### config.mk
export PLATFORM = sky130hd
export DESIGN_NAME = gtx_lb_bridge_top
export DESIGN_NICKNAME = d
export VERILOG_FILES = /design/src/verilog/lb_bridge_pkg.sv /design/src/verilog/pcs_rx_decode.sv /design/src/verilog/frame_cmd_parser.sv /design/src/verilog/lb_cmd_issue.sv /design/src/verilog/gtx_lb_bridge_top.sv
export SDC_FILE = /design/constraint.sdc
export NUM_CORES = 1
export LEC_CHECK = 0
export ABC_AREA = 1
export BUFFER_PORTS_ARGS = -buffer_cell sky130_fd_sc_hd__buf_2
export CAP_MARGIN = 20
export CELL_PAD_IN_SITES_DETAIL_PLACEMENT = 1
export CELL_PAD_IN_SITES_GLOBAL_PLACEMENT = 1
export CORE_MARGIN = 1.5
export CORE_UTILIZATION = 44
export CTS_CLUSTER_DIAMETER = 40
export DETAILED_ROUTE_END_ITERATION = 10
export GPL_TIMING_DRIVEN = 0
export PLACE_DENSITY_LB_ADDON = 0.2
export RECOVER_POWER = 100
export SLEW_MARGIN = 30
export SYNTH_ARGS = -nofsm -noshare
export SYNTH_HDL_FRONTEND = slang
export SYNTH_SLANG_ARGS = --single-unit
### constraint.sdc
create_clock -name gmii_rx_clk -period 6.2 [get_ports gmii_rx_clk]
set_clock_uncertainty 0.05 [all_clocks]
set_input_delay 1.24 -clock gmii_rx_clk [delete_from_list [all_inputs] [get_ports gmii_rx_clk]]
set_output_delay 1.24 -clock gmii_rx_clk [all_outputs]
set_load 0.03 [all_outputs]
### src/verilog/lb_bridge_pkg.sv
package lb_bridge_pkg;

   // -------------------------------------------------------------------------
   // Stream and command types
   // -------------------------------------------------------------------------

   // One received byte per gmii_rx_clk cycle
   typedef struct packed {
      logic [7:0] data;
      // Frame valid
      logic       dv;
      // Line error, bad code group inside a frame
      logic       er;
   } gmii_byte_t;

   // Record opcode byte
   typedef enum logic [7:0] {
      LB_WRITE = 8'h01,
      LB_READ  = 8'h02
   } lb_op_e;

   // One decoded 8-byte record, opcode in the top byte
   typedef struct packed {
      lb_op_e      op;
      logic [23:0] addr;
      logic [31:0] wdata;
   } lb_cmd_t;

   // -------------------------------------------------------------------------
   // FSM states
   // -------------------------------------------------------------------------

   // PCS receive side
   typedef enum logic {
      IDLE,
      IN_FRAME
   } pcs_state_e;

   // Frame parser
   typedef enum logic [2:0] {
      PREAMBLE,
      DEST_MAC,
      SRC_MAC,
      ETHERTYPE,
      RECORDS,
      DISCARD
   } parse_state_e;

   // -------------------------------------------------------------------------
   // Constants
   // -------------------------------------------------------------------------

   // Station address, first byte on the wire is the top byte
   localparam logic [47:0] LOCAL_MAC     = 48'h112233445566;
   localparam logic [15:0] CMD_ETHERTYPE = 16'h88B5;

   // Queue depth, also the parser's starting credit
   localparam int CMD_FIFO_DEPTH = 4;
   localparam int CREDIT_W       = 3;

   // Code groups as abcdei_fghj with a in bit 9, RD- form
   // RD+ form is the bitwise complement for all three
   localparam logic [9:0] K28_5 = 10'b001111_1010;
   localparam logic [9:0] K27_7 = 10'b110110_1000;
   localparam logic [9:0] K29_7 = 10'b101110_1000;

endpackage

### src/verilog/pcs_rx_decode.sv
module pcs_rx_decode (
   input  logic                      gmii_rx_clk,
   input  logic                      arst_n,
   input  logic [19:0]               gtx_rxd,
   input  logic                      gtx_word_stb,
   output lb_bridge_pkg::gmii_byte_t rx_byte
);
   import lb_bridge_pkg::*;

   // -------------------------------------------------------------------------
   // 8b/10b lookup tables
   // -------------------------------------------------------------------------

   // abcdei to EDCBA, bit 5 set when the sub-block is a legal data code
   function automatic logic [5:0] dec_6b(input logic [5:0] s);
      logic [5:0] r;
      case (s)
         6'b100111, 6'b011000: r = {1'b1, 5'd0};
         6'b011101, 6'b100010: r = {1'b1, 5'd1};
         6'b101101, 6'b010010: r = {1'b1, 5'd2};
         6'b110001:            r = {1'b1, 5'd3};
         6'b110101, 6'b001010: r = {1'b1, 5'd4};
         6'b101001:            r = {1'b1, 5'd5};
         6'b011001:            r = {1'b1, 5'd6};
         6'b111000, 6'b000111: r = {1'b1, 5'd7};
         6'b111001, 6'b000110: r = {1'b1, 5'd8};
         6'b100101:            r = {1'b1, 5'd9};
         6'b010101:            r = {1'b1, 5'd10};
         6'b110100:            r = {1'b1, 5'd11};
         6'b001101:            r = {1'b1, 5'd12};
         6'b101100:            r = {1'b1, 5'd13};
         6'b011100:            r = {1'b1, 5'd14};
         6'b010111, 6'b101000: r = {1'b1, 5'd15};
         6'b011011, 6'b100100: r = {1'b1, 5'd16};
         6'b100011:            r = {1'b1, 5'd17};
         6'b010011:            r = {1'b1, 5'd18};
         6'b110010:            r = {1'b1, 5'd19};
         6'b001011:            r = {1'b1, 5'd20};
         6'b101010:            r = {1'b1, 5'd21};
         6'b011010:            r = {1'b1, 5'd22};
         6'b111010, 6'b000101: r = {1'b1, 5'd23};
         6'b110011, 6'b001100: r = {1'b1, 5'd24};
         6'b100110:            r = {1'b1, 5'd25};
         6'b010110:            r = {1'b1, 5'd26};
         6'b110110, 6'b001001: r = {1'b1, 5'd27};
         6'b001110:            r = {1'b1, 5'd28};
         6'b101110, 6'b010001: r = {1'b1, 5'd29};
         6'b011110, 6'b100001: r = {1'b1, 5'd30};
         6'b101011, 6'b010100: r = {1'b1, 5'd31};
         default:              r = 6'd0;
      endcase
      return r;
   endfunction

   // fghj to HGF, bit 3 set when legal
   function automatic logic [3:0] dec_4b(input logic [3:0] s);
      logic [3:0] r;
      case (s)
         4'b1011, 4'b0100: r = {1'b1, 3'd0};
         4'b1001:          r = {1'b1, 3'd1};
         4'b0101:          r = {1'b1, 3'd2};
         4'b1100, 4'b0011: r = {1'b1, 3'd3};
         4'b1101, 4'b0010: r = {1'b1, 3'd4};
         4'b1010:          r = {1'b1, 3'd5};
         4'b0110:          r = {1'b1, 3'd6};
         // Primary and alternate D.x.7
         4'b1110, 4'b0001,
         4'b0111, 4'b1000: r = {1'b1, 3'd7};
         default:          r = 4'd0;
      endcase
      return r;
   endfunction

   // -------------------------------------------------------------------------
   // Symbol selection
   // -------------------------------------------------------------------------

   pcs_state_e state;
   logic [9:0] sym_q;
   logic [5:0] d6;
   logic [3:0] d4;
   logic       code_ok;
   logic [7:0] code_byte;
   logic       is_start;
   logic       is_end;
   logic       is_idle;

   // Low half on the strobe cycle, high half on the one after
   // Comma out of reset so the FSM never sees X
   always_ff @(posedge gmii_rx_clk or negedge arst_n) begin
      if (!arst_n) begin
         sym_q <= K28_5;
      end else begin
         sym_q <= gtx_word_stb ? gtx_rxd[9:0] : gtx_rxd[19:10];
      end
   end

   // Special codes, either disparity
   assign is_start = (sym_q == K27_7) || (sym_q == ~K27_7);
   assign is_end   = (sym_q == K29_7) || (sym_q == ~K29_7);
   assign is_idle  = (sym_q == K28_5) || (sym_q == ~K28_5);

   assign d6        = dec_6b(sym_q[9:4]);
   assign d4        = dec_4b(sym_q[3:0]);
   assign code_ok   = d6[5] & d4[3];
   assign code_byte = {d4[2:0], d6[4:0]};

   // -------------------------------------------------------------------------
   // Frame delimiting
   // -------------------------------------------------------------------------

   always_ff @(posedge gmii_rx_clk or negedge arst_n) begin
      if (!arst_n) begin
         state   <= IDLE;
         rx_byte <= '0;
      end else begin
         // Default is an empty cycle
         rx_byte <= '0;
         case (state)
            IDLE: begin
               // /S/ stands in for the first preamble byte
               if (is_start) begin
                  state        <= IN_FRAME;
                  rx_byte.data <= 8'h55;
                  rx_byte.dv   <= 1'b1;
               end
            end
            IN_FRAME: begin
               if (is_end || is_idle) begin
                  state <= IDLE;
               end else begin
                  rx_byte.dv <= 1'b1;
                  // Stray /S/ or a bad group flags the byte
                  if (is_start || !code_ok) begin
                     rx_byte.er <= 1'b1;
                  end else begin
                     rx_byte.data <= code_byte;
                  end
               end
            end
            default: state <= IDLE;
         endcase
      end
   end

endmodule

### src/verilog/frame_cmd_parser.sv
module frame_cmd_parser (
   input  logic                      gmii_rx_clk,
   input  logic                      arst_n,
   input  lb_bridge_pkg::gmii_byte_t rx_byte,
   output lb_bridge_pkg::lb_cmd_t    cmd,
   output logic                      cmd_push,
   input  logic                      credit_return,
   output logic [15:0]               drop_count
);
   import lb_bridge_pkg::*;

   parse_state_e        state;
   // Byte index within the current field or record
   logic [2:0]          byte_cnt;
   // First seven bytes of the record in flight
   logic [55:0]         rec_q;
   logic [CREDIT_W-1:0] credit;
   logic                mac_byte_ok;
   logic                type_byte_ok;
   logic                op_ok;
   logic                rec_done;
   logic                push_now;

   // -------------------------------------------------------------------------
   // Field compares
   // -------------------------------------------------------------------------

   // Destination MAC goes out top byte first
   assign mac_byte_ok  = rx_byte.data == LOCAL_MAC[47 - 8*byte_cnt -: 8];
   assign type_byte_ok = rx_byte.data ==
                         (byte_cnt[0] ? CMD_ETHERTYPE[7:0] : CMD_ETHERTYPE[15:8]);
   assign op_ok        = (rx_byte.data == LB_WRITE) || (rx_byte.data == LB_READ);

   // Eighth record byte, clean
   assign rec_done = (state == RECORDS) && rx_byte.dv && !rx_byte.er &&
                     (byte_cnt == 3'd7);
   assign push_now = rec_done && (credit != '0);

   // -------------------------------------------------------------------------
   // Parse FSM
   // -------------------------------------------------------------------------

   always_ff @(posedge gmii_rx_clk or negedge arst_n) begin
      if (!arst_n) begin
         state    <= PREAMBLE;
         byte_cnt <= '0;
      end else if (!rx_byte.dv) begin
         // End of frame, partial record is lost
         state    <= PREAMBLE;
         byte_cnt <= '0;
      end else if (rx_byte.er) begin
         state <= DISCARD;
      end else begin
         case (state)
            PREAMBLE: begin
               if (rx_byte.data == 8'hD5) begin
                  state    <= DEST_MAC;
                  byte_cnt <= '0;
               end else if (rx_byte.data != 8'h55) begin
                  state <= DISCARD;
               end
            end
            DEST_MAC: begin
               if (!mac_byte_ok) begin
                  state <= DISCARD;
               end else if (byte_cnt == 3'd5) begin
                  state    <= SRC_MAC;
                  byte_cnt <= '0;
               end else begin
                  byte_cnt <= byte_cnt + 1'b1;
               end
            end
            SRC_MAC: begin
               // Any sender accepted
               if (byte_cnt == 3'd5) begin
                  state    <= ETHERTYPE;
                  byte_cnt <= '0;
               end else begin
                  byte_cnt <= byte_cnt + 1'b1;
               end
            end
            ETHERTYPE: begin
               if (!type_byte_ok) begin
                  state <= DISCARD;
               end else if (byte_cnt == 3'd1) begin
                  state    <= RECORDS;
                  byte_cnt <= '0;
               end else begin
                  byte_cnt <= byte_cnt + 1'b1;
               end
            end
            RECORDS: begin
               // Opcode check on the first byte, counter wraps every 8 bytes
               if (byte_cnt == 3'd0 && !op_ok) begin
                  state <= DISCARD;
               end else begin
                  byte_cnt <= byte_cnt + 1'b1;
               end
            end
            DISCARD: ;
            default: state <= DISCARD;
         endcase
      end
   end

   // -------------------------------------------------------------------------
   // Record assembly
   // -------------------------------------------------------------------------

   always_ff @(posedge gmii_rx_clk) begin
      if (state == RECORDS && rx_byte.dv) begin
         rec_q <= {rec_q[47:0], rx_byte.data};
      end
      if (push_now) begin
         cmd <= lb_cmd_t'({rec_q, rx_byte.data});
      end
   end

   // Credits and drop counter
   always_ff @(posedge gmii_rx_clk or negedge arst_n) begin
      if (!arst_n) begin
         credit     <= CREDIT_W'(CMD_FIFO_DEPTH);
         cmd_push   <= 1'b0;
         drop_count <= '0;
      end else begin
         cmd_push <= push_now;
         // Push and return together cancel out
         case ({push_now, credit_return})
            2'b10:   credit <= credit - 1'b1;
            2'b01:   credit <= credit + 1'b1;
            default: ;
         endcase
         // Saturates at all ones
         if (rec_done && credit == '0 && drop_count != '1) begin
            drop_count <= drop_count + 1'b1;
         end
      end
   end

endmodule

### src/verilog/lb_cmd_issue.sv
module lb_cmd_issue (
   input  logic                   gmii_rx_clk,
   input  logic                   arst_n,
   input  lb_bridge_pkg::lb_cmd_t cmd,
   input  logic                   cmd_push,
   output logic                   credit_return,
   input  logic                   lb_busy,
   output logic                   lb_valid,
   output logic                   lb_rnw,
   output logic [23:0]            lb_addr,
   output logic [31:0]            lb_wdata,
   output logic                   lb_renable,
   input  logic [31:0]            lb_rdata,
   output logic                   rd_valid,
   output logic [31:0]            rd_data
);
   import lb_bridge_pkg::*;

   // -------------------------------------------------------------------------
   // Command queue
   // -------------------------------------------------------------------------

   lb_cmd_t                             queue [CMD_FIFO_DEPTH];
   // Depth is a power of two so the pointers wrap on their own
   logic [$clog2(CMD_FIFO_DEPTH)-1:0]   wr_ptr;
   logic [$clog2(CMD_FIFO_DEPTH)-1:0]   rd_ptr;
   logic [CREDIT_W-1:0]                 fill;
   lb_cmd_t                             head;
   logic                                pop;

   assign head = queue[rd_ptr];
   // One issue per cycle, held off by the bus
   assign pop  = (fill != '0) && !lb_busy;

   // Credit scheme keeps this from overrunning
   always_ff @(posedge gmii_rx_clk) begin
      if (cmd_push) begin
         queue[wr_ptr] <= cmd;
      end
   end

   always_ff @(posedge gmii_rx_clk or negedge arst_n) begin
      if (!arst_n) begin
         wr_ptr <= '0;
         rd_ptr <= '0;
         fill   <= '0;
      end else begin
         if (cmd_push) begin
            wr_ptr <= wr_ptr + 1'b1;
         end
         if (pop) begin
            rd_ptr <= rd_ptr + 1'b1;
         end
         case ({cmd_push, pop})
            2'b10:   fill <= fill + 1'b1;
            2'b01:   fill <= fill - 1'b1;
            default: ;
         endcase
      end
   end

   // -------------------------------------------------------------------------
   // Bus sequencing
   // -------------------------------------------------------------------------

   always_ff @(posedge gmii_rx_clk or negedge arst_n) begin
      if (!arst_n) begin
         lb_valid      <= 1'b0;
         lb_rnw        <= 1'b0;
         credit_return <= 1'b0;
         lb_renable    <= 1'b0;
         rd_valid      <= 1'b0;
      end else begin
         lb_valid      <= pop;
         // One credit back per record taken off the queue
         credit_return <= pop;
         if (pop) begin
            lb_rnw <= (head.op == LB_READ);
         end
         // Read tag stage 1, bus sample cycle
         lb_renable <= lb_valid && lb_rnw;
         // Stage 2, result out
         rd_valid   <= lb_renable;
      end
   end

   // Address, write data and read result
   always_ff @(posedge gmii_rx_clk) begin
      if (pop) begin
         lb_addr  <= head.addr;
         lb_wdata <= head.wdata;
      end
      if (lb_renable) begin
         rd_data <= lb_rdata;
      end
   end

endmodule

### src/verilog/gtx_lb_bridge_top.sv
module gtx_lb_bridge_top (
   input  logic        gmii_rx_clk,
   input  logic        arst_n,
   input  logic [19:0] gtx_rxd,
   input  logic        gtx_word_stb,
   output logic        lb_valid,
   output logic        lb_rnw,
   output logic [23:0] lb_addr,
   output logic [31:0] lb_wdata,
   output logic        lb_renable,
   input  logic [31:0] lb_rdata,
   input  logic        lb_busy,
   output logic        rd_valid,
   output logic [31:0] rd_data,
   output logic [15:0] drop_count
);
   import lb_bridge_pkg::*;

   // PCS to parser byte stream
   gmii_byte_t rx_byte;
   // Parser to issue, credit based
   lb_cmd_t    cmd;
   logic       cmd_push;
   logic       credit_return;

   // -------------------------------------------------------------------------
   // Receive chain
   // -------------------------------------------------------------------------

   pcs_rx_decode pcs_i (
      .gmii_rx_clk  (gmii_rx_clk),
      .arst_n       (arst_n),
      .gtx_rxd      (gtx_rxd),
      .gtx_word_stb (gtx_word_stb),
      .rx_byte      (rx_byte)
   );

   frame_cmd_parser parser_i (
      .gmii_rx_clk   (gmii_rx_clk),
      .arst_n        (arst_n),
      .rx_byte       (rx_byte),
      .cmd           (cmd),
      .cmd_push      (cmd_push),
      .credit_return (credit_return),
      .drop_count    (drop_count)
   );

   lb_cmd_issue issue_i (
      .gmii_rx_clk   (gmii_rx_clk),
      .arst_n        (arst_n),
      .cmd           (cmd),
      .cmd_push      (cmd_push),
      .credit_return (credit_return),
      .lb_busy       (lb_busy),
      .lb_valid      (lb_valid),
      .lb_rnw        (lb_rnw),
      .lb_addr       (lb_addr),
      .lb_wdata      (lb_wdata),
      .lb_renable    (lb_renable),
      .lb_rdata      (lb_rdata),
      .rd_valid      (rd_valid),
      .rd_data       (rd_data)
   );

endmodule

==> results.toml <==
[cells_and_area]
fill_cells = 4320
mostFrequentLayoutCells = "464 x edfxtp_1, 172 x nor2_1, 170 x clkbuf_1"
syn_to_final_growth_pct = 20.22
final_core_util = 0.5363
register_area_sq_um = 15370
final_layout_size_suffix_gt1_frac = 0.1239
multi_input_area_sq_um = 3395
fin_nets = 1621
layout.cells.most_common = "edfxtp_1"
fin_area_sq_um = 23150
num_antenna_cells = 0

[route]
drt_iter0_drc = 621
first_pass_iters = 5
vias = 11210
routed_wl_um = 44400
wl_per_cell_um = 20.34
via_per_inst = 5.134
route.detailed.drc = 0
ant_nets = 0

[clock_network]
cts.path.max_buffers = 3
path_clk_slew_ns = 0.06
cts_resized = 0
clk_latency_ns = 0.58
numCtsBuffers = 72
cts_tree = "done"
cts-root-buf = "clkbuf_16"
clock_sinks = 521
postCtsSetupBuffers = 0
cts-htree-levels = 3
cts.hold.buffers_added = 0

[outcome]
outcome = "finished, violations left"
violations = "capacitance limit, slew limit"

[synthesis]
synth_top_area_frac = 0.7234
synth.area.top_cells = "edfxtp_1 72%, dfrtp_1 6.5%, o21ai_0 3.6%"
syn_nets = 1370
synthesis.instances = 1291
yosysSeqAreaShare = 0.7980
synth_seq_cells = 521
yosysTopAreaCell = "edfxtp_1"
yosys.cell_types.count = 45
synth_warnings = 0
syn_avg_cell_area_sq_um = 14.92
netlist_area_sq_um = 19260

[pwr]
power.internal_uw = 7183
seq_power_share = 0.418
p_sw_frac = 0.3003
power.total_uw = 10270
p_leak_uw = 0.008086
p_comb_frac = 0.183
powerDensity_nw_per_um2 = 443.3
peakVddDrop_mv = 0.2965
switching_power_uw = 3082
clock_power_share = 0.399

[place]
routabilityCongestion = 0.8399
pre_cts_ws_ns = 3.292
portBuffers = 162
placed_area_sq_um = 21200
dpl.hpwl_um = 29340

[sta]
worst_pin_slew_ns = 2.821
hold_viol_final = 0
final.min_clock_period_ns = 4.082
rsz0062_at_grt = "false"
final-setup-viol-count = 0
setup_slack_ns = 2.118
clock.fmax_ghz = 0.2450
post-route-period-util = 0.6585
final-max-slew-violation-count = 285
relSlewSlack = -0.8805
tns_ns = 0

[critical_path]
worstSetupEndpointType = "flip-flop"
r2r_cells = 5
cp-start-kind = "flip-flop"
cp_max_fo = 38
arrival_ns = 4.17
worstSetupPathType = "reg2reg"
critPathRequiredTime_ns = 6.29
reg2reg_slack_ns = 2.12

[flow_run]
cap_violations = 8

[hold_path]
hold_path_depth = 0
hold_class = "reg2reg"

[floorplanning]
start_util = 0.4461
die_h_um = 212.2
die_area_sq_um = 45040
io_pins = 164
rows = 76
die-width_um = 212.2
core_area_sq_um = 43170

[global_routing]
grt_max_degree = 44
grt_pass1_vias = 12180
grt_usage = 0.2038
grt_pass1_wl_um = 68670
grt-ovfl-total = 0
antenna_found_initial = 0
## state kept, by name, summed over array words and instances (netlist names)
register / count
issue_i.fill: 3
parser_i.byte_cnt: 3
parser_i.state: 3
parser_i.credit: 3
issue_i.wr_ptr: 2
issue_i.lb_renable: 1
issue_i.lb_addr: 24
issue_i.lb_wdata: 32
parser_i.cmd_push: 1
issue_i.rd_ptr: 2
parser_i.cmd: 64
pcs_i.rx_byte: 10
issue_i.credit_return: 1
issue_i.lb_rnw: 1
pcs_i.sym_q: 10
issue_i.rd_valid: 1
parser_i.drop_count: 16
issue_i.rd_data: 32
parser_i.rec_q: 56
issue_i.queue: 256
## routing by layer
layer  track usage  up-vias  wire length (um)
li1              -     5243                 -
met1        0.2511     5628             18440
met2        0.3584      250             22910
met3       0.03338       87              1671
met4       0.08193        0              1382
met5             0        -                 0
## power groups by stage
stage                     sequential (uW)  clock (uW)  combinational, uW
final                                4290        4100               1880
after global routing                 4320        4320               2060
after CTS                            4290        4170               2010
after detailed placement             4350           0               2000
after global placement               4360           0               1910
after floorplan                      4750           0                814
## logic make-up after synthesis
kind of cell    after synthesis  share of synthesized area
fa+ha+maj                    23                    0.01572
flops                       521                     0.7980
mux                          11                   0.006432
simple gates                365                    0.08049
compound gates              230                    0.06587
xor+xnor                     22                    0.01000
buf+inv                     119                    0.02352
## area by class of cell
cell class	instances	share of cell area
plain buffers	42	0.006917
clock buffers	82	0.08311
clock inverters	48	0.02183
inverters	77	0.01275
multi-input cells	651	0.1466
flip-flops and latches	521	0.6637
well taps	585	0.03161
repair buffers	177	0.03345
## path summary, 6_finish.rpt
check | from | end
hold / removal | parser_i.rec_q[50]$_DFFE_PP_ | parser_i.cmd[58]$_DFFE_PP_
max in group asynchronous | arst_n | pcs_i.rx_byte[2]$_DFF_PN0_
hold reg to reg | parser_i.rec_q[50]$_DFFE_PP_ | parser_i.cmd[58]$_DFFE_PP_
setup reg to reg | issue_i.wr_ptr[0]$_DFFE_PN0P_ | issue_i.queue[0][52]$_DFFE_PP_
min in group asynchronous | arst_n | parser_i.drop_count[2]$_DFFE_PN0P_
setup / recovery | issue_i.wr_ptr[0]$_DFFE_PN0P_ | issue_i.queue[0][52]$_DFFE_PP_
## worst max-delay path: stages, from the launching register on
cell	delay, ns
dfrtp_1	0.42
inv_1	0.10
ha_1	0.14
nand2_1	0.05
clkinvlp_2	0.96
clkbuf_1	1.88
## cells in the mapped netlist, drive strengths merged
cell type and n:
a221oi 1, nor2 172, mux2 11, fa 2, dfstp 7, a31oi 1
nand3 39, o21ai 142, o211ai 4, edfxtp 464, a211oi 1, a2111oi 1
xor2 14, nor3b 1, nand2 117, nand4 12, clkbuf 38, nor4 4
dfrtp 50, xnor2 8, o41ai 1, o31ai 2, nor4b 2, inv 77
ha 21, nand3b 1, o221ai 1, buf 4, a21oi 18, o22ai 57
nor3 16, o2111ai 1, or2 1
## stage by stage
| step | hold slack (ns) | std cells |
|---|---|---|
| 3_5_place_dp | 0.3588 | 2053 |
| 5_1_grt | 0.3757 | 2183 |
| 2_1_floorplan | 0.3503 | 1291 |
| 4_1_cts | 0.3744 | 2183 |
| 3_3_place_gp | 0.3537 | 2038 |
| 6_report | 0.3737 | 2183 |
Note: power is estimated with default switching activity, not from simulation.
